==> src/hw/mem_pkg.sv <==
// shared types and sizes for the memory access unit
// RAM region starts at address 0, anything at or above RAM_BYTES faults
package mem_pkg;

    localparam int ADDR_W = 32;
    localparam int DATA_W = 32;
    localparam int unsigned RAM_BYTES = 2048;
    localparam int RAM_AW = 9;                   // word index bits, RAM_BYTES/4 words

    localparam logic [1:0] RESP_OKAY   = 2'b00;
    localparam logic [1:0] RESP_SLVERR = 2'b10;

    // funct3 in the low bits, bit 3 marks a store
    typedef enum logic [3:0] {
        op_lb  = 4'b0000,
        op_lh  = 4'b0001,
        op_lw  = 4'b0010,
        op_lbu = 4'b0100,
        op_lhu = 4'b0101,
        op_sb  = 4'b1000,
        op_sh  = 4'b1001,
        op_sw  = 4'b1010
    } mem_op_e;

    typedef enum logic {
        src_data  = 1'b0,
        src_fetch = 1'b1
    } req_src_e;

    typedef enum logic [1:0] {
        st_idle = 2'b00,
        st_addr = 2'b01,
        st_resp = 2'b10
    } axi_state_e;

endpackage

==> src/hw/load_format_stage.sv <==
`timescale 1ns/10ps
// load format, one register stage, never stalls
// pulses follow rsp_valid by exactly one cycle
module load_format_stage (
    input  logic                       clk,
    input  logic                       nrst,
    input  logic                       rsp_valid,
    input  mem_pkg::req_src_e          rsp_src,
    input  mem_pkg::mem_op_e           rsp_op,
    input  logic [1:0]                 rsp_addr_lo,
    input  logic [mem_pkg::DATA_W-1:0] rsp_rdata,
    input  logic                       rsp_err,
    output logic                       load_valid,
    output logic [mem_pkg::DATA_W-1:0] load_data,
    output logic                       store_done,
    output logic                       inst_valid,
    output logic [mem_pkg::DATA_W-1:0] inst_data,
    output logic                       mem_err
);
    import mem_pkg::*;

    logic [7:0]        byte_sel;
    logic [15:0]       half_sel;
    logic [DATA_W-1:0] load_val;
    logic              is_data;

    assign byte_sel = rsp_rdata[{rsp_addr_lo, 3'b000} +: 8];
    assign half_sel = rsp_rdata[{rsp_addr_lo[1], 4'b0000} +: 16];
    assign is_data  = (rsp_src == src_data);

    always_comb begin
        case (rsp_op)
            op_lb:   load_val = {{(DATA_W-8){byte_sel[7]}}, byte_sel};
            op_lh:   load_val = {{(DATA_W-16){half_sel[15]}}, half_sel};
            op_lbu:  load_val = {{(DATA_W-8){1'b0}}, byte_sel};
            op_lhu:  load_val = {{(DATA_W-16){1'b0}}, half_sel};
            default: load_val = rsp_rdata;             // lw, word as is
        endcase
    end

    always_ff @(posedge clk or negedge nrst) begin
        if (!nrst) begin
            load_valid <= 1'b0;
            store_done <= 1'b0;
            inst_valid <= 1'b0;
            mem_err    <= 1'b0;
        end else begin
            load_valid <= rsp_valid && is_data && !rsp_op[3];
            store_done <= rsp_valid && is_data && rsp_op[3];
            inst_valid <= rsp_valid && !is_data;
            mem_err    <= rsp_valid && rsp_err;
        end
    end

    always_ff @(posedge clk) begin
        if (rsp_valid) begin
            load_data <= load_val;
            inst_data <= rsp_rdata;                    // fetch passes whole
        end
    end

endmodule

==> config.mk <==
export PLATFORM = sky130hd
export DESIGN_NAME = load_format_stage
export DESIGN_NICKNAME = d
export VERILOG_FILES = /design/src/hw/mem_pkg.sv /design/src/hw/load_format_stage.sv
export SDC_FILE = /design/constraint.sdc
export NUM_CORES = 1
export LEC_CHECK = 0
export BUFFER_PORTS_ARGS = -buffer_cell sky130_fd_sc_hd__buf_4
export CORE_ASPECT_RATIO = 0.7
export CORE_MARGIN = 1
export CORE_UTILIZATION = 40
export CTS_CLUSTER_SIZE = 30
export DETAILED_ROUTE_END_ITERATION = 12
export GPL_TIMING_DRIVEN = 0
export PLACE_DENSITY_LB_ADDON = 0.1
export SYNTH_ARGS = -nofsm -noshare
export SYNTH_HDL_FRONTEND = slang
export SYNTH_SLANG_ARGS = --single-unit
==> constraint.sdc <==
create_clock -name clk -period 0.8 [get_ports clk]
set_input_delay 0.12 -clock clk [delete_from_list [all_inputs] [get_ports clk]]
set_output_delay 0.12 -clock clk [all_outputs]
set_load 0.02 [all_outputs]
Word-level counts from Yosys, hierarchy flattened
Index checks and enable logic that the tools add are counted.
- eq/ne operators: 3
- shift operators: 2
- muxes and demuxes: 1
- bitwise logic cells: 1
- reductions and logical operators: 7
- operators by type and width (kind ; count):
    $pmux W32 S4 ; 1
    $shiftx A32 B6 Y16 ; 1
    $shiftx A32 B6 Y8 ; 1
    $eq A4 B3 Y1 const B ; 2
    $logic_and A1 B1 Y1 ; 5
    $eq A4 B1 Y1 const B ; 1
    $logic_not A4 Y1 ; 1
    $logic_not A1 Y1 ; 1
    $not A1 Y1 ; 1
- register bits: 68
- input bits: 43
- word-level logic and storage cells: 20

Logic depth before layout (Yosys ltp)
Gate-level depths: netlist of run 1.
- depth in word-level cells: 3
- depth in mapped cells: 5
- depth with buffers taken out: 3

Worst setup path after synthesis of run 1
OpenSTA, ideal clock, no wires.
- kind: input -> register
- from: input port rsp_addr_lo[0]
- to: register load_data[16] in the netlist's numbering, data pin
- arrival time: 1022 ps
- required time: 542 ps
- setup slack: -480 ps
- stages on the path: 5
- path through: mux4_2 > nand2b_1 > buf_4 > buf_6 > a21oi_2
- longest elaborated chain between the ends: 2
- RTL lines (what ; RTL line ; text):
    from (decl) ; load_format_stage.sv:10 ; input logic [1:0] rsp_addr_lo,
    $shiftx A32 B6 Y8 ; load_format_stage.sv:27 ; assign byte_sel = rsp_rdata[{rsp_addr_lo, 3'b000} +: 8];
    $pmux W32 S4 ; load_format_stage.sv:32 ; case (rsp_op)
    named net load_val[16] ; load_format_stage.sv:24 ; logic [DATA_W-1:0] load_val;
    to (signal assigned) ; load_format_stage.sv:57 ; load_data <= load_val;
    to (decl) ; load_format_stage.sv:14 ; output logic [mem_pkg::DATA_W-1:0] load_data,
The timed path passes the listed nets, and every way through them passes these cells.
A chain may end at the register's enable or synchronous reset.

Worst setup path in the final report of run 1
- from: input port rsp_addr_lo[0]
- to: register load_data[24] in the netlist's numbering, data pin
The elaborated chain is that of the path after synthesis.

==> run metrics, run 1 <==
IO Count=111; Worst Setup Path Type=primary input to flop; Initial Util=42.0%; Cells after DPL=427; leading cell types in the layout, fill and taps excluded=buf_6 (83), edfxtp_1 (64), buf_4 (50), dlygate4sd3_1 (31), a21oi_1 (22); Worst path max stage delay=0.51 ns; VDD IR max=0.00104 V; Pleak=2.16 nW; Die Width=107 µm; # Max-Cap Violations=0; initial antenna violation count=0; multi-input gate area in the final layout=1130 µm²; top-area cell type share of the netlist area=62.0%; routed length per instance=17.7 µm; Die Ht=75.7 µm; Synth async-reset ratio=5.88%; share of cells above drive strength 1=52.5%; worst path cell trace=buf_8 > mux4_2 > nand2b_1 > buf_6 > clkbuf_16 > a21oi_2; first-pass GRT wire length=13100 µm; crit-path max FO=8; GP Congestion=0.798; Max Buffers Root-to-Sink=2; TritonRoute pass-1 iters=4; TritonCTS clock tree=yes; Synth area leader=edfxtp_1; Seq cells post-synth=68; synth warn=0; Via Count=2588; Clock H-tree levels=3; worst slew pin tran=0.609 ns; Avg Inst Size Synth=14.2 µm²; final hold vios=0; Post-DRT Antenna Nets=0; Distinct cells, synth=41; # rows=26; EDFF count, synth=64; fillers=515; clk root buf=clkbuf_8; final net count=434; area grow syn2layout=71.3%; DP Wirelength=5480 µm; largest net degree at the start of global routing=69; number of global-route vias before repair=2551; Final setup viols=100; CTS clk-pin slew, worst paths=0.07 ns; Crit. End Element=flop; sinks on the clock net=68; min Tclk post-route=1.06 ns; critical path arrival=1.17 ns; Worst path slowest cell=mux4_2; GRT overflow=0; Hold Crit Class=primary input to flop; vias per inst=5.24; Seq/Total Area, Yosys=65.2%; Iter 0 DRT Violations=88; WHS=0.0196 ns; syn nets=262; Layout Cells excl Fill=494; Power Dens Cells=1790 nW/µm²; Main synth FF type=edfxtp_1; CORE AREA=7380 µm²; unrepaired setup endpoints after global routing=true; cells after synthesis=219; startpoint types=primary input; Setup WS pre-CTS=-0.677 ns; CTS Buf Count=9; Max Transition Viols Final=0; Slew HR=59.4%; PnR worst setup slack=-0.265 ns; final period utilization=133%; cell area after synthesis=3100 µm²; failing checks=setup timing; fmax=939 MHz; ranking of synthesized cells by area=edfxtp_1 (62%), a21oi_1 (3.9%), dfrtp_1 (3.2%); status=finished with violations; die area=8120 µm²; Port Buf Inserts=110; n_diodes=0; most common cell after layout, fill and taps aside=buf_6; Reg area=2020 µm²; GRT Util Overall=22.1%; WL final=8750 µm; total power=9.52 mW; Req. time, crit path=0.90 ns; DRC=0
-- worst paths after layout --
kind | depth (start not counted) | end | start | slack (ns)
worst min-delay path | 1 | inst_data[24] | rsp_rdata[24] | 0.02
min in group asynchronous | 2 | load_valid | nrst | 0.12
max in group asynchronous | 2 | mem_err | nrst | 0.58
worst max-delay path | 6 | load_data[24] | rsp_addr_lo[0] | -0.26
-- state kept, by name (all words and copies together) (netlist names) --
signal / flops
inst_valid: 1
store_done: 1
load_valid: 1
load_data: 32
mem_err: 1
inst_data: 32
-- power by group --
| group | total, mW | switching (mW) | leakage, nW | internal, mW |
|---|---|---|---|---|
| clock | 2.76 | 1.33 | 0.0992 | 1.43 |
| sequential | 4.40 | 0.138 | 0.678 | 4.26 |
| combinational | 2.36 | 1.14 | 1.39 | 1.22 |
| total | 9.52 | 2.61 | 2.16 | 6.91 |
-- layer usage --
layer  wire length, µm  track usage (%)  vias up
li1                  -                -     1205
met1              3980             30.6     1261
met2              4020             34.9      111
met3               647             6.33       11
met4                93             5.48        0
met5                 0                0        -
-- timing repair --
item / CTS / global route
hold endpoints to repair: 34 / 1
gates resized for setup: 99 / 28
cloned: 0 / 1
hold buffers: 30 / 1
endpoints found under the setup margin: 121 / 100
setup buffers: 12 / 8
pin swaps: 10 / 6
-- stage by stage --
step / setup TNS, ns / utilization (%) / cell area (µm²)
2_1_floorplan: -11.71 / - / 3170
3_3_place_gp: -43.84 / 55.8 / 4120
3_5_place_dp: -44.65 / 55.8 / 4120
4_1_cts: -18.90 / 69.1 / 5100
5_1_grt: -21.46 / 72.0 / 5310
6_report: -18.79 / 72.0 / 5310
-- kinds of logic after synthesis --
family / count (synthesis) / share of synthesized area, %
AO/OA/AOI/OAI: 77 / 17.3
buffers and inverters: 23 / 4.03
flip-flops: 68 / 65.2
multiplexers: 10 / 3.75
AND/OR/NAND/NOR: 41 / 9.68
-- cells in the mapped netlist, types with 6 or more instances --
library cell and instances:
o21a_1 6, nor2_1 9, a21oi_2 10, buf_2 6
a221oi_1 7, and3b_1 11, edfxtp_1 64, buf_4 6
a21oi_1 24, o21ai_0 12, inv_1 7, a211oi_1 9
mux2i_1 6
-- critical path: cells and delay by family --
family / cells / cell delay (ns)
simple gates: 1 / 0.10
mux: 1 / 0.51
buf+inv: 3 / 0.38
compound gates: 1 / 0.05
-- area by class of cell --
| cell class | count | share of cell area [%] |
|---|---|---|
| buffer | 16 | 3.34 |
| sequential | 68 | 38.1 |
| tap | 98 | 2.31 |
| clock buffer | 9 | 2.33 |
| inverter | 7 | 0.494 |
| multi-input combinational | 128 | 21.3 |
| timing repair buffer | 161 | 30.9 |
| clock inverter | 7 | 1.25 |
Power figures use the tool's default switching activity.
==> run 2: changes to the inputs <==
--- a/config.mk
+++ b/config.mk
@@ -5,14 +5,15 @@
 export SDC_FILE = /design/constraint.sdc
 export NUM_CORES = 1
 export LEC_CHECK = 0
+export ABC_AREA = 1
 export BUFFER_PORTS_ARGS = -buffer_cell sky130_fd_sc_hd__buf_4
-export CORE_ASPECT_RATIO = 0.7
 export CORE_MARGIN = 1
 export CORE_UTILIZATION = 40
 export CTS_CLUSTER_SIZE = 30
 export DETAILED_ROUTE_END_ITERATION = 12
 export GPL_TIMING_DRIVEN = 0
 export PLACE_DENSITY_LB_ADDON = 0.1
+export REMOVE_ABC_BUFFERS = 1
 export SYNTH_ARGS = -nofsm -noshare
 export SYNTH_HDL_FRONTEND = slang
 export SYNTH_SLANG_ARGS = --single-unit
==> run metrics, run 2 <==
status=finished with violations; failing checks=setup timing; CP Buf/Inv Count=1; Main synth FF type=edfxtp_1; Hold Crit Class=primary input to flop; share of cells above drive strength 1=49.8%; fillers=464; TritonRoute pass-1 iters=4; Iter 0 DRT Violations=105; Cells after DPL=453; EDFF count, synth=64; number of global-route vias before repair=2507; final hold vios=0; most common cell after layout, fill and taps aside=buf_6; die area=7690 µm²; crit-path max FO=1; CTS Buf Count=9; Seq/Total Area, Yosys=68.8%; startpoint types=flop; largest net degree at the start of global routing=68; Layout Cells excl Fill=526; most instantiated cells after synthesis=edfxtp_1 (64), nand2_1 (58), nand3_1 (27), nor2_1 (27), inv_1 (24); routed length per instance=16.4 µm; fmax=968 MHz; first-pass GRT wire length=12500 µm; Worst path max stage delay=0.42 ns; area grow syn2layout=78.8%; unrepaired setup endpoints after global routing=true; Max Buffers Root-to-Sink=2; Power Dens Cells=1890 nW/µm²; cell area after synthesis=2940 µm²; IO Count=111; initial antenna violation count=0; setup tns final=-16.23 ns; Worst Setup Path Type=flop to primary output; WL met3=590 µm; Synth area leader=edfxtp_1; Crit. End Element=primary output; Port Buf Inserts=110; multi-input gate area in the final layout=1090 µm²; Pleak=2.35 nW; worst slew pin tran=0.597 ns; Seq cells post-synth=68; ranking of synthesized cells by area=edfxtp_1 (65%), nand2_1 (7.4%), nand3_1 (4.6%); WL final=8600 µm; TritonCTS clock tree=yes; # Max-Cap Violations=0; Metal-1 WL=3140 µm; Avg Inst Size Synth=11.5 µm²; Via Count=2612; Clock H-tree levels=3; CORE AREA=6940 µm²; GP Congestion=0.743; critical path arrival=0.91 ns; sinks on the clock net=68; CTS clk-pin slew, worst paths=0.07 ns; Initial Util=42.3%; GRT overflow=0; Synth async-reset ratio=5.88%; Highest Signal Layer=met4; min Tclk post-route=1.03 ns; Die Ht=87.7 µm; Post-DRT Antenna Nets=0; Final setup viols=95; Worst path slowest cell=edfxtp_1; clk root buf=clkbuf_8; top-area cell type share of the netlist area=65.4%; WHS=0.0796 ns; GRT Util Overall=22.8%; Largest regs=inst_data: 32 flops, load_data: 32 flops; synth warn=0; most instantiated library cell after synthesis=edfxtp_1; Reg area=2020 µm²; VDD IR max=0.00105 V; Top delay family on crit path=flip-flops; # rows=30; DRC=0; DP Wirelength=4220 µm; vias per inst=4.97; Max Transition Viols Final=0; Setup WS pre-CTS=-0.818 ns; final period utilization=129%; PnR worst setup slack=-0.233 ns; n_diodes=0; Slew HR=60.2%; total power=9.94 mW; routed wl met2=4590 µm; cells after synthesis=256; Die Width=87.7 µm; leading cell types in the layout, fill and taps excluded=buf_6 (73), edfxtp_1 (64), nand2_1 (51), buf_4 (46), dlygate4sd3_1 (35); worst path cell trace=buf_6; Distinct cells, synth=23; Req. time, crit path=0.68 ns; final net count=468
==> run 2: area by class of cell <==
class | count | share of cell area, %
clock inverter | 7 | 2.19
timing repair buffer | 162 | 31.8
clock buffer | 9 | 2.36
tap | 96 | 2.29
inverter | 26 | 2.00
sequential | 68 | 38.5
multi-input combinational | 158 | 20.8
==> run 2: timing repair <==
item                                   CTS  global route
pin swaps                               15            13
setup endpoints to repair              145           100
cloned                                   5             0
gates resized for setup                110            50
endpoints found under the hold margin   40             0
hold buffers                            35             0
setup buffers                           15             2
==> run 2: worst paths after layout <==
path | end | cells past startpoint | slack [ns] | from
worst max-delay path | inst_data[16] | 1 | -0.23 | inst_data[16]
worst min-delay path | load_valid | 3 | 0.08 | rsp_op[3]
max in group asynchronous | mem_err | 2 | 0.60 | nrst
min in group asynchronous | inst_valid | 2 | 0.11 | nrst
==> run 2: logic make-up (layout without fill, tap and decap cells) <==
group	after synthesis	in the layout	share of synthesized area, %
simple gates	127	132	20.1
flops	68	68	68.8
buf+inv	35	204	6.18
compound gates	26	26	4.94
==> run 2: report_power, final <==
group	internal (mW)	switching, mW	leakage [nW]	total, mW
registers	4.25	0.134	0.678	4.38
logic	1.07	1.09	1.56	2.16
clock network	2.06	1.34	0.117	3.39
==> run 2: metrics by stage <==
stage          instance area (µm²)  util [%]
6_report                      5250      75.7
5_1_grt                       5250      75.7
4_1_cts                       5050      72.8
3_5_place_dp                  3800      54.8
3_3_place_gp                  3800      54.8
2_1_floorplan                 2860         -
==> run 2: metal layers <==
layer  vias to the layer above  track usage (%)
li1                       1221                -
met1                      1244             26.7
met2                       121             39.0
met3                        26             5.18
met4                         0             12.2
met5                         -                0
==> run 3: changes to the inputs <==
==> constraint.sdc (replaced) <==
create_clock -name clk -period 0.8 [get_ports clk]
set_input_delay 0.04 -clock clk [delete_from_list [all_inputs] [get_ports clk]]
set_output_delay 0.04 -clock clk [all_outputs]
set_load 0.02 [all_outputs]
==> run metrics, run 3 (synthesis gave the netlist of run 2 again) <==
leading cell types in the layout, fill and taps excluded=buf_6 (72), edfxtp_1 (64), nand2_1 (54), buf_4 (48), dlygate4sd3_1 (35); crit-path max FO=1; CP Buf/Inv Count=1; WL final=8430 µm; worst path cell trace=buf_6; share of cells above drive strength 1=45.3%; # rows=30; most common cell after layout, fill and taps aside=buf_6; Clock H-tree levels=3; fmax=1040 MHz; GRT Util Overall=21.7%; CTS Buf Count=9; sinks on the clock net=68; Clock Power Share=34.5%; Die Ht=87.7 µm; CORE AREA=6940 µm²; failing checks=hold timing, setup timing; clk root buf=clkbuf_8; Pleak=2.32 nW; Top delay family on crit path=flip-flops; internal power component=7.34 mW; Crit. End Element=primary output; setup tns final=-8.31 ns; DP Wirelength=4220 µm; min Tclk post-route=0.961 ns; Max Buffers Root-to-Sink=2; WHS=-0.0127 ns; Seq pwr share=44.4%; DRC=0; Iter 0 DRT Violations=121; status=finished with violations; Worst path slowest cell=edfxtp_1; Worst Setup Path Type=flop to primary output; Final setup viols=88; Post-DRT Antenna Nets=0; GRT overflow=0; Comb power frac=21.1%; VDD IR max=0.00106 V; vias per inst=4.92; final period utilization=120%; Power Dens Cells=1930 nW/µm²; largest net degree at the start of global routing=68; routed length per instance=16.0 µm; Slew HR=59.6%; area grow syn2layout=74.5%; total power=9.87 mW; TritonCTS clock tree=yes; hold endpoint=load_data[15]; worst slew pin tran=0.606 ns; n_diodes=0; Hold Crit Depth=3; initial antenna violation count=0; Net Sw Frac=25.6%; Switching Power=2.53 mW; GP Congestion=0.743; hold wc startpoint=rsp_rdata[15]; Via Count=2586; Worst Setup SP=inst_data[13]; Initial Util=42.3%; die area=7690 µm²; first-pass GRT wire length=12000 µm; critical path arrival=0.92 ns; Worst path max stage delay=0.42 ns; Max Transition Viols Final=0; final net count=468; IO Count=111; number of cells on the critical path=1; Largest regs=inst_data: 32 flops, load_data: 32 flops; Port Buf Inserts=110; Req. time, crit path=0.76 ns; startpoint types=flop; PnR worst setup slack=-0.161 ns; Hold Crit Class=primary input to flop; Die Width=87.7 µm; TritonRoute pass-1 iters=4; number of global-route vias before repair=2430; final hold vios=1; unrepaired setup endpoints after global routing=true; # Max-Cap Violations=0; CTS clk-pin slew, worst paths=0.08 ns
-- run 3: changes by cell type in the layout (fill, tap and decap cells not counted), moves of 3 or more --
cell     delta
nor2_2      -3
nand2_1     +3
nand3_2     -5
nor2_1      +4
o21ai_2     -5
o21ai_0     +5
nand3_1     +6
buf_12      -3
-- run 3: layout make-up --
class | count | area [µm²]
Clock buffer | 9 | 124
Clock inverter | 7 | 115
Fill cell | 487 | 1820
Inverter | 26 | 103
Multi-Input combinational cell | 158 | 1000
Sequential cell | 68 | 2020
Tap cell | 96 | 120
Timing Repair Buffer | 162 | 1640
-- run 3: metrics by stage --
stage	setup slack [ns]	cell area, µm²	instances	util (%)
after floorplan	-0.212	2860	247	-
after global placement	-0.721	3800	453	54.8
after detailed placement	-0.738	3800	453	54.8
after CTS	-0.147	4810	518	69.3
after global routing	-0.179	5130	526	73.8
final	-0.161	5130	526	73.8
-- run 3: per-layer routing --
layer	track usage, %	wire length (µm)
met5	0	0
met4	11.0	226
met3	4.71	520
met2	37.6	4350
met1	25.3	3340
-- run 3: worst max path at each step --
stage                               end  slack (ns)
after detailed placement   load_data[8]       -0.74
after global routing      inst_data[13]       -0.18
after CTS                  load_data[6]       -0.15
after floorplan           load_data[13]       -0.21
final                     inst_data[13]       -0.16
after global placement    load_data[12]       -0.72
-- run 3: repair_timing --
item	in CTS	in global routing
setup buffers	8	7
hold buffers	37	1
endpoints found under the setup margin	101	101
gates resized for setup	71	59
gates cloned	4	1
hold endpoints to repair	47	1
pin swaps	8	12
-- run 3: power by group through the flow --
stage / sequential (mW) / clock [mW] / combinational, mW
floorplan: 4.80 / 0 / 0.303
global placement: 4.39 / 0 / 1.51
detailed placement: 4.40 / 0 / 1.52
CTS: 4.37 / 3.43 / 1.92
global route: 4.41 / 3.55 / 2.21
finish: 4.38 / 3.41 / 2.08
