**config.mk**
```make
export PLATFORM = sky130hd
export DESIGN_NAME = mem_req_stage
export DESIGN_NICKNAME = d
export VERILOG_FILES = /design/src/hw/mem_pkg.sv /design/src/hw/mem_req_stage.sv
export SDC_FILE = /design/constraint.sdc
export NUM_CORES = 1
export LEC_CHECK = 0
export ABC_AREA = 1
export BUFFER_PORTS_ARGS = -buffer_cell sky130_fd_sc_hd__buf_4
export CAP_MARGIN = 20
export CORE_MARGIN = 1
export CORE_UTILIZATION = 49
export CTS_CLUSTER_SIZE = 14
export DETAILED_ROUTE_END_ITERATION = 12
export PLACE_DENSITY = 0.85
export REMOVE_ABC_BUFFERS = 1
export SKIP_LAST_GASP = 1
export SYNTH_ARGS = -nofsm -noshare
export SYNTH_HDL_FRONTEND = slang
export SYNTH_SLANG_ARGS = --single-unit
export TNS_END_PERCENT = 30
```
**constraint.sdc**
```tcl
create_clock -name clk -period 5.3 [get_ports clk]
set_clock_uncertainty 0.05 [all_clocks]
set_input_delay 0.53 -clock clk [delete_from_list [all_inputs] [get_ports clk]]
set_output_delay 0.53 -clock clk [all_outputs]
set_load 0.1 [all_outputs]
```
**src/hw/mem_pkg.sv**
```systemverilog
// shared types and sizes for the memory access unit
// RAM region starts at address 0, anything at or above RAM_BYTES faults
package mem_pkg;

    localparam int ADDR_W = 32;
    localparam int DATA_W = 32;
    localparam int unsigned RAM_BYTES = 2048;
    localparam int RAM_AW = 9;                   // word index bits, RAM_BYTES/4 words

    localparam logic [1:0] RESP_OKAY   = 2'b00;
    localparam logic [1:0] RESP_SLVERR = 2'b10;

    // funct3 in the low bits, bit 3 marks a store
    typedef enum logic [3:0] {
        op_lb  = 4'b0000,
        op_lh  = 4'b0001,
        op_lw  = 4'b0010,
        op_lbu = 4'b0100,
        op_lhu = 4'b0101,
        op_sb  = 4'b1000,
        op_sh  = 4'b1001,
        op_sw  = 4'b1010
    } mem_op_e;

    typedef enum logic {
        src_data  = 1'b0,
        src_fetch = 1'b1
    } req_src_e;

    typedef enum logic [1:0] {
        st_idle = 2'b00,
        st_addr = 2'b01,
        st_resp = 2'b10
    } axi_state_e;

endpackage

```
**src/hw/mem_req_stage.sv**
```systemverilog
`timescale 1ns/10ps
// request stage, data port wins over fetch when both are valid
// holds one request; core inputs must stay stable while valid and not ready
module mem_req_stage (
    input  logic                       clk,
    input  logic                       nrst,
    input  logic                       data_valid,
    output logic                       data_ready,
    input  mem_pkg::mem_op_e           data_op,
    input  logic [mem_pkg::ADDR_W-1:0] data_addr,
    input  logic [mem_pkg::DATA_W-1:0] data_wdata,
    input  logic                       fetch_valid,
    output logic                       fetch_ready,
    input  logic [mem_pkg::ADDR_W-1:0] fetch_addr,
    output logic                       req_valid,
    input  logic                       req_ready,
    output mem_pkg::req_src_e          req_src,
    output logic                       req_write,
    output mem_pkg::mem_op_e           req_op,
    output logic [mem_pkg::ADDR_W-1:0] req_addr,
    output logic [3:0]                 req_wstrb,
    output logic [mem_pkg::DATA_W-1:0] req_wdata,
    output logic                       req_misaligned
);
    import mem_pkg::*;

    logic              take_data;
    logic              take_fetch;
    logic              write_in;
    logic              misal_in;
    mem_op_e           op_in;
    logic [ADDR_W-1:0] addr_in;
    logic [3:0]        strb_in;

    assign data_ready  = !req_valid;
    assign fetch_ready = !req_valid && !data_valid;    // data goes first
    assign take_data   = data_valid && data_ready;
    assign take_fetch  = fetch_valid && fetch_ready;

    assign op_in    = take_data ? data_op : op_lw;     // fetch is a plain lw
    assign addr_in  = take_data ? data_addr : fetch_addr;
    assign write_in = take_data && data_op[3];

    always_comb begin
        case (op_in[1:0])
            2'b00: begin
                misal_in = 1'b0;
                strb_in  = 4'b0001 << addr_in[1:0];
            end
            2'b01: begin
                misal_in = addr_in[0];                 // half needs even address
                strb_in  = 4'b0011 << addr_in[1:0];
            end
            default: begin
                misal_in = |addr_in[1:0];
                strb_in  = 4'b1111;
            end
        endcase
        if (!write_in) begin
            strb_in = 4'b0000;                         // loads touch no lanes
        end
    end

    always_ff @(posedge clk or negedge nrst) begin
        if (!nrst) begin
            req_valid <= 1'b0;
        end else if (take_data || take_fetch) begin
            req_valid <= 1'b1;
        end else if (req_ready) begin
            req_valid <= 1'b0;                         // handed to the master
        end
    end

    always_ff @(posedge clk) begin
        if (take_data || take_fetch) begin
            req_src        <= take_data ? src_data : src_fetch;
            req_write      <= write_in;
            req_op         <= op_in;
            req_addr       <= addr_in;
            req_wstrb      <= strb_in;
            req_wdata      <= data_wdata << {addr_in[1:0], 3'b000};  // move into lane
            req_misaligned <= misal_in;
        end
    end

    // a registered request must survive until the master takes it
    assert property (@(posedge clk) disable iff (!nrst)
        req_valid && !req_ready |=> req_valid && $stable(req_addr))
        else $error("request changed before master accepted it");

endmodule

```
After elaboration in Yosys (flattened, before gate mapping)
Cells that the tools add are included.

Equality and inequality tests: 1. Shift operators: 3. Multiplexer cells: 7. Reduce and logical (&&, ||, !) cells: 10.

Operators by type and width (count): $mux W32 (1); $shl A32 B5 Y32 (1); $pmux W4 S2 (1); $logic_and A1 B1 Y1 (4); $shl A1 B2 Y4 const A (1); $shl A2 B2 Y4 const A (1); $mux W1 (3); $eq A2 B1 Y1 const B (1); $logic_not A1 Y1 (2); $logic_not A2 Y1 (1); $mux W2 (1); $pmux W1 S2 (1); $reduce_bool A2 Y1 (1); $reduce_or A2 Y1 (1); $logic_or A1 B1 Y1 (1).

Register bits after elaboration: 76. Input bits: 105. Output and inout port bits: 78. Logic and storage cells: 30.

Longest topological paths before layout
Gate-level depths: netlist of run 1.

Word-level depth: 5. Depth in mapped cells: 8. Gate-level depth less buffers: 8.

Least setup slack after synthesis of run 1
OpenSTA, ideal clock, no wires.

Kind: reg-to-reg. From: reg req_valid. To: reg req_addr[0] (netlist bit) (enable). Setup time: 429 ps. Data arrival time: 2892 ps. Data required time: 4821 ps. Path slack: 1930 ps. Stages on the path, launching flop included: 4. Path buffers: 0. Period minus slack after synthesis: 3370 ps. Path through: dfrtp_1 inv_4 o21ai_0 inv_1.

Word-level cells in the longest chain between the ends: 4. Elaborated cells on any way between the ends: 5. Those cells by class: reduce/logical: 5.

Ends and longest elaborated chain: start: declaration (RTL line mem_req_stage.sv:15) `output logic req_valid,`; start signal: assignment (RTL line mem_req_stage.sv:66) `req_valid <= 1'b0;`; start signal: assignment (RTL line mem_req_stage.sv:68) `req_valid <= 1'b1;`; start signal: assignment (RTL line mem_req_stage.sv:70) `req_valid <= 1'b0;`; $logic_not A1 Y1 * (RTL line mem_req_stage.sv:35) `assign data_ready = !req_valid;`; net data_ready (RTL line mem_req_stage.sv:8) `output logic data_ready,`; $logic_and A1 B1 Y1 (RTL line mem_req_stage.sv:36) `assign fetch_ready = !req_valid && !data_valid;`; $logic_and A1 B1 Y1 (RTL line mem_req_stage.sv:38) `assign take_fetch = fetch_valid && fetch_ready;`; $logic_or A1 B1 Y1 * (RTL line mem_req_stage.sv:75) `if (take_data || take_fetch) begin`; end signal: assignment (RTL line mem_req_stage.sv:79) `req_addr <= addr_in;`; end: declaration (RTL line mem_req_stage.sv:20) `output logic [mem_pkg::ADDR_W-1:0] req_addr,`.

The timed path passes the listed nets; every way through them passes the cells marked *. A chain may end at the register's enable or synchronous reset.

Worst setup path in the final report of run 1
From: reg req_valid. To: reg req_wstrb[1], data pin.

Word-level cells in the longest chain between the ends: 5. Elaborated cells on any way between the ends: 10. Those cells by class: eq/ne: 1; shift: 2; mux: 3; reduce/logical: 4.

Ends and longest elaborated chain: $logic_not A1 Y1 * (RTL line mem_req_stage.sv:35); $logic_and A1 B1 Y1 * (RTL line mem_req_stage.sv:37) `assign take_data = data_valid && data_ready;`; $mux W32 / $mux W2 (equally long branches) (RTL line mem_req_stage.sv:41, mem_req_stage.sv:40); $shl A2 B2 Y4 (tied with other cells) (RTL line mem_req_stage.sv:52) `strb_in = 4'b0011 << addr_in[1:0];`; $pmux W4 S2 (RTL line mem_req_stage.sv:45) `case (op_in[1:0])`; end signal: assignment (RTL line mem_req_stage.sv:80) `req_wstrb <= strb_in;`; end: declaration (RTL line mem_req_stage.sv:21) `output logic [3:0] req_wstrb,`.

Mark *: on every way between the ends. The rest lies on a longest branch, timed or not.

==> flow_summary.toml, run 1 <==
[status]
status = "finished, final reports clean"

[sta]
max_freq_ghz = 0.448
setup-violations-final = 0
worstMarginPinSlew_ns = 0.946
fin_crit_ns = 2.23
relSlewSlack = 0.369
drv_slew = 0
setup-tns-final_ns = 0
finalCritPeriodShare = 0.421
rsz0062_at_grt = "no"
finalHoldViolCount = 0

[clocking]
cts_resized = 0
htree_levels = 3
cts_sinks = 76
clk_pin_slew_worst_paths_ns = 0.08
clock_tree.root_cell = "clkbuf_8"
numCtsBuffers = 9
insertion_delay_ns = 0.34
cts_tree = "done"
clock_path_buffers = 2

[die]
core_area_mm2 = 0.00694
start_util = 0.516
die_y_um = 87.5
fp-row-count = 30
pin_count = 183
die_w_um = 87.5
fp.dieArea_mm2 = 0.00766

[setup_path]
critPathRequiredTime_ns = 5.42
crit_slowest_cell = "inv_1"
worst-path-buf-inv = 2
critPathLaunchType = "flop"
critPathTopFamily = "buffers and inverters"
path_cells = "inv_4 -> nand2_8 -> inv_1 -> nand2_1 -> a21oi_1"
path_class = "reg2reg"
cp-end-kind = "flop"
cp_data_arrival_time_ns = 2.35
cp_max_fo = 37
max_stage_delay_ns = 0.70

[global_route]
grt_antenna_before_repair = 0
grt_usage = 0.252
grt_overflow = 0
grt_first_pass_wirelength_um = 14400
grt_max_degree = 76
grt_pass1_vias = 3057

[placement]
hpwl_um = 6750
port_buffers = 182
place.gp.congestion = 0.867

[run]
max-cap-violations = 0

[layout]
fillerInstances = 495
multi_input_area_mm2 = 0.00103
final_common_cell = "buf_4"
area_growth_pct = 44.5
n_antenna_cell = 0
final-seq-area_mm2 = 0.00228
layout_common_cells = "buf_4, nand2_1, edfxtp_1"
fin_nets = 641
drive_above_1_share = 0.397
post-route-util = 0.746

[synth]
synth_area_mm2 = 0.00358
synth-seq-area-share = 0.635
muxShareOfSynthArea = 0
synthCells = 356
synth-simple-area-share = 0.225
synth_area_per_cell_um2 = 10.1
synth_fa_ha_area_frac = 0
synth-seq-cells = 76
ys_types = 23
synth_top_family_by_area = "simple AND/OR/NAND/NOR gates"
synth_xor_area_frac = 0
synth_warnings = 0
synth-compound-area-share = 0.0611

[min_path]
hold_path_class = "in2reg"

[drt]
drtPass1Iterations = 4
wirelength_um = 9490
vias_per_cell = 4.90
first_iter_violations = 158
post_drt_wl_per_cell_um = 14.9
ant_nets = 0
vias = 3123
drcViolationCount = 0

[pwr]
power_leakage_uw = 0.00249
power_density_mw_per_mm2 = 502
ir_worst_vdd_mv = 0.251
## layer usage
layer / part of all wire / global-route usage / up-vias
met3: 0.11 / 0.0895 / 19
met2: 0.50 / 0.435 / 166
met5: 0 / 0 / -
li1: - / - / 1519
met1: 0.37 / 0.287 / 1419
met4: 0.023 / 0.0999 / 0
## worst register-to-register path, cell delays in order, from the launching register on
cell     delay, ns
dfrtp_1       0.43
inv_4         0.13
nand2_8       0.18
inv_1         0.71
nand2_1       0.34
a21oi_1       0.24
## kinds of logic after synthesis
| logic type | after synthesis |
|---|---|
| simple gates | 191 |
| buf+inv | 52 |
| flops | 76 |
| compound gates | 37 |
## what timing repair did
item / in CTS / in global routing
setup buffers: 0 / 0
hold endpoints to repair: 1 / 0
hold buffers: 1 / 0
## sequential cells by signal (all words and copies together) (netlist names)
| name | cells |
|---|---|
| req_addr | 32 |
| req_misaligned | 1 |
| req_op | 4 |
| req_src | 1 |
| req_valid | 1 |
| req_wdata | 32 |
| req_write | 1 |
| req_wstrb | 4 |
## final cells by class
type | instances | area share
Sequential cell | 76 | 0.440
Timing Repair Buffer | 184 | 0.267
Multi-Input combinational cell | 228 | 0.198
Inverter | 37 | 0.0283
Clock buffer | 9 | 0.0239
Tap cell | 96 | 0.0232
Clock inverter | 7 | 0.0193
## synthesized netlist by cell type, drive strengths merged
cell	number	area share
nand2	148	0.18
nor2	31	0.032
dfrtp	1	0.0070
nand3	12	0.017
clkbuf	2	0.0021
o21ai	26	0.036
clkinv	1	0.0024
inv	36	0.038
edfxtp	75	0.63
buf	13	0.035
o211ai	8	0.021
a21oi	3	0.0042
## power breakdown
group          switching [uW]  internal (uW)
Sequential               37.8            817
Combinational            1020            237
Clock                     222            267
## worst paths after layout
kind,slack [ns],end,from,depth (start not counted)
setup / recovery,3.07,req_wstrb[1],req_valid,5
hold / removal,0.31,req_valid,req_ready,2
setup reg to reg,3.07,req_wstrb[1],req_valid,5
hold reg to reg,0.64,req_valid,req_valid,2
max in group asynchronous,4.65,req_valid,nrst,2
min in group asynchronous,0.47,req_valid,nrst,2
## per-stage QoR
step	area (um^2)	total power (uW)	hold WS, ns	cells	setup WS, ns
final	5180	2600	0.314	637	3.07
after global routing	5180	2690	0.320	637	2.86
after CTS	5180	2610	0.301	637	3.08
after detailed placement	4940	2120	0.256	620	2.99
after global placement	4940	2100	0.256	620	3.09
after floorplan	3450	1840	0.184	341	1.93
No activity file was read; power rests on OpenSTA's default activity.
==> run 2: changes to the inputs <==
- CORE_UTILIZATION: 49 -> 41
- PLACE_DENSITY: 0.85 -> 0.76
- clock period: 5.3 -> 1.9 ns (I/O delays scaled with it)
==> run 2 against run 1 <==
Effect of this change: sequential share of layout area fell by 0.38 points; worst hold slack got worse by 0.26 ns; maximum frequency increased by 32%; first-iteration DRC count decreased by 53%; highest routed layer unchanged; sequential power rose to 2.8 times the previous value; combinational power rose to 2.8 times the previous value; largest cell class unchanged.
==> flow_summary.toml, run 2 (synthesis gave the netlist of run 1 again) <==
[die]
fp.dieArea_mm2 = 0.00912
pin_count = 183
core_area_mm2 = 0.00834
fp-row-count = 33
die_w_um = 95.5
die_y_um = 95.5
start_util = 0.430

[layout]
drive_above_1_share = 0.399
final_common_cell = "buf_4"
fin_area_mm2 = 0.00522
fin_nets = 646
top_regs = "req_addr x32, req_wdata x32"
layout_common_cells = "buf_4, nand2_1, edfxtp_1"
n_antenna_cell = 0
area_growth_pct = 45.7

[global_route]
grt_first_pass_wirelength_um = 13500
grt_usage = 0.200
grt_antenna_before_repair = 0
grt_pass1_vias = 2902
grt_max_degree = 50
grt_overflow = 0

[placement]
hpwl_um = 6880
place.gp.congestion = 0.821
place_ws_ns = 0.211
dpl-instance-area_mm2 = 0.00501
port_buffers = 182

[drt]
vias_per_cell = 4.74
wl_met2_um = 4350
top_layer = "met4"
ant_nets = 0
wl_met3_um = 1040
post_drt_wl_per_cell_um = 14.3
wirelength_um = 9310
wl_met1_um = 3650
drtPass1Iterations = 5
vias = 3088
drcViolationCount = 0
first_iter_violations = 75

[run]
max-cap-violations = 0

[setup_path]
reg2reg_to = "req_wdata[26]"
path_class = "reg2reg"
rr_worst_depth = 6
rr_startpoint = "req_valid"
cp-end-kind = "flop"
critPathRequiredTime_ns = 1.95
cp_data_arrival_time_ns = 1.75
cp_max_fo = 42
r2r_slack_ns = 0.21
critPathLaunchType = "flop"

[sta]
setup-violations-final = 0
finalCritPeriodShare = 0.892
relSlewSlack = 0.708
worstMarginPinSlew_ns = 0.438
finalHoldViolCount = 0
drv_slew = 0
max_freq_ghz = 0.590
rsz0062_at_grt = "no"
setup_ws_ns = 0.205
fin_crit_ns = 1.69

[clocking]
clock_tree.root_cell = "clkbuf_8"
post_cts_buffers = 0
insertion_delay_ns = 0.34
clock_path_buffers = 2
cts_sinks = 76
htree_levels = 3
cts_resized = 0
clk_pin_slew_worst_paths_ns = 0.08
numCtsBuffers = 9
hold_buffers = 2
cts_tree = "done"

[min_path]
holdPathStages = 3
hold-path-endpoint = "req_addr[26]"
min-delay-start = "data_addr[26]"
hold_path_class = "in2reg"

[pwr]
ir_worst_vdd_mv = 0.624
power_density_mw_per_mm2 = 1360
power_leakage_uw = 0.00252

[status]
status = "finished, final reports clean"
## run 2: cell types whose count changed in the layout (fill, tap and decap cells not counted)
cell	previous run	this run
buf_12	0	2
inv_6	1	0
dlygate4sd3_1	1	2
buf_4	183	185
clkinv_4	2	3
clkbuf_1	0	1
clkinvlp_4	3	1
clkinv_2	0	2
bufinv_16	2	1
## run 2: final cells by class
type / instances / area (um^2)
Clock buffer: 10 / 128
Clock inverter: 6 / 65.1
Fill cell: 678 / 3120
Inverter: 37 / 146
Multi-Input combinational cell: 228 / 1030
Sequential cell: 76 / 2280
Tap cell: 105 / 131
Timing Repair Buffer: 189 / 1450
## run 2: where the power goes
group	internal, uW	leakage (uW)	switching [uW]	total (uW)
Clock	607	0.0000962	600	1210
Combinational	701	0.00168	2840	3540
Sequential	2270	0.000737	96.5	2370
Total	3580	0.00252	3540	7120
## run 2: worst max-delay path by stage
stage,startpoint,endpoint,slack [ns]
2_1_floorplan,req_valid,req_addr[0],-1.47
3_3_place_gp,req_valid,req_wdata[26],0.33
3_5_place_dp,req_valid,req_wdata[26],0.21
4_1_cts,req_valid,req_wdata[26],0.20
5_1_grt,req_valid,req_wdata[26],0.07
6_report,req_valid,req_wdata[26],0.21
## run 2: layer usage
layer / vias to the layer above / GRT usage
met5: - / 0
met4: 0 / 0.0970
met3: 25 / 0.0718
met2: 151 / 0.355
met1: 1384 / 0.210
li1: 1528 / -
## run 2: critical path: stages, from the launching register on
cell and delay, ns:
dfrtp_1 0.43, inv_4 0.13, nand3_1 0.12, nand2_4 0.36, nand2_1 0.15, o211ai_1 0.13
nand2_1 0.07
## run 2: stage by stage
step / hold slack (ns) / power [uW] / instances / TNS [ns] / util
floorplan: -0.156 / 5140 / 341 / -148.05 / -
global placement: -0.0847 / 5920 / 633 / 0 / 0.601
detailed placement: -0.0792 / 5960 / 633 / 0 / 0.601
CTS: 0.0450 / 7170 / 651 / 0 / 0.626
global route: 0.0592 / 7380 / 651 / 0 / 0.626
finish: 0.0567 / 7120 / 651 / 0 / 0.626
==> run 3: changes to the inputs <==
- CORE_UTILIZATION: 41 -> 43
- CTS_BUF_LIST: default -> sky130_fd_sc_hd__clkbuf_8
- PLACE_DENSITY: 0.76 -> 0.79
- SETUP_SLACK_MARGIN: default -> 0.3
==> run 3 against run 2 <==
Effect of this change: sequential cell count unchanged; first-iteration DRC count increased by 13%; sequential power about the same; cell count increased by 0.46%; die area decreased by 4.6%; register-to-register slack improved by 0.12 ns; non-clock buffer count increased by 5; maximum frequency increased by 7.6%; setup slack improved by 0.12 ns; clock-buffer cell count decreased by 1; critical path depth increased by 1; critical path type unchanged; highest routed layer unchanged.
==> flow_summary.toml, run 3 (synthesis gave the netlist of run 1 again) <==
[status]
status = "finished, final reports clean"

[run]
max-cap-violations = 0

[die]
start_util = 0.454
die_w_um = 93.3
pin_count = 183
fp.dieArea_mm2 = 0.00871
fp-row-count = 32
core_area_mm2 = 0.00789
die_y_um = 93.3

[layout]
layout_common_cells = "buf_4, nand2_1, edfxtp_1"
fin_area_mm2 = 0.00528
top_regs = "req_addr x32, req_wdata x32"
fin_nets = 652
n_antenna_cell = 0
area_growth_pct = 47.2
final_common_cell = "buf_4"
drive_above_1_share = 0.404

[clocking]
cts_sinks = 76
insertion_delay_ns = 0.34
numCtsBuffers = 9
clk_pin_slew_worst_paths_ns = 0.08
htree_levels = 3
clock_tree.root_cell = "clkbuf_8"
clock_path_buffers = 2
cts_tree = "done"

[global_route]
grt_antenna_before_repair = 0
grt_overflow = 0
grt_max_degree = 50
grt_usage = 0.219
grt_pass1_vias = 3002
grt_first_pass_wirelength_um = 14100

[sta]
setup-tns-final_ns = 0
rsz0062_at_grt = "yes"
finalHoldViolCount = 0
relSlewSlack = 0.783
max_freq_ghz = 0.635
hold_slack_ns = 0.0525
fin_crit_ns = 1.58
drv_slew = 0
finalCritPeriodShare = 0.829
worstMarginPinSlew_ns = 0.325
setup-violations-final = 0

[setup_path]
crit_slowest_cell = "dfrtp_1"
max_stage_delay_ns = 0.43
cp_data_arrival_time_ns = 1.62
critPathRequiredTime_ns = 1.95
r2r_slack_ns = 0.32
rr_startpoint = "req_valid"
cp-end-kind = "flop"
worst-path-buf-inv = 2
critPathLaunchType = "flop"
critPathTopFamily = "flip-flops"
cpMostUsedCell = "nand2_4"
cp_max_fo = 13
crit_start = "req_valid"
path_class = "reg2reg"
path_cells = "inv_4 -> nand2_8 -> nand2_4 -> nand2_4 -> buf_4 -> o21ai_0 -> o21ai_1"

[pwr]
power_uw = 7120
power_leakage_uw = 0.00255
power_density_mw_per_mm2 = 1350
ir_worst_vdd_mv = 0.687

[min_path]
min-delay-start = "data_addr[29]"
hold_path_class = "in2reg"

[drt]
drtPass1Iterations = 4
first_iter_violations = 85
drcViolationCount = 0
wirelength_um = 9600
vias = 3199
ant_nets = 0
post_drt_wl_per_cell_um = 14.7
vias_per_cell = 4.89

[placement]
place.gp.congestion = 0.780
hpwl_um = 6820
port_buffers = 182
dpl-instance-area_mm2 = 0.00499
run 3: worst paths after layout:
check                           endpoint  cells past startpoint
max                        req_wdata[18]                      7
min                         req_addr[29]                      3
max reg2reg                req_wdata[18]                      7
min reg2reg                    req_valid                      2
max in group asynchronous      req_valid                      2
min in group asynchronous      req_valid                      2
run 3: repair_timing:
item	4_1_cts	5_1_grt
hold buffers	2	0
setup buffers	0	5
gates resized for setup	2	5
endpoints found under the hold margin	2	0
gates cloned	1	0
setup endpoints to repair	16	30
pin swaps	1	1
run 3: area by class of cell:
type	count	area, um^2
clock inverter	7	58.8
timing repair buffer	194	1480
clock buffer	9	124
inverter	37	149
multi-input combinational	229	1060
sequential	76	2280
tap	102	128
fill	634	2610
run 3: per-layer routing:
layer  vias up  part of all wire  track usage
met5         -                 0            0
met4         0             0.030        0.113
li1       1543                 -            -
met2       169              0.50        0.389
met3        21              0.12       0.0829
met1      1466              0.36        0.223
run 3: worst reg2reg max path, delay by kind of cell, from the launching register on:
family / cells / cell delay, ns
AO/OA/AOI/OAI: 2 / 0.25
buffers and inverters: 2 / 0.33
flip-flops: 1 / 0.43
AND/OR/NAND/NOR: 3 / 0.28
run 3: report_power, final:
group          internal (uW)  leakage, uW  switching, uW  total [uW]
Combinational            728      0.00172           2870        3600
Clock                    588    0.0000953            568        1160
Sequential              2270     0.000737           95.2        2370
Total                   3590      0.00255           3530        7120
run 3: through the flow:
stage	setup slack (ns)	cells	util
floorplan	-1.47	341	-
global placement	0.332	630	0.633
detailed placement	0.247	630	0.633
CTS	0.295	649	0.662
global route	0.266	654	0.669
finish	0.325	654	0.669
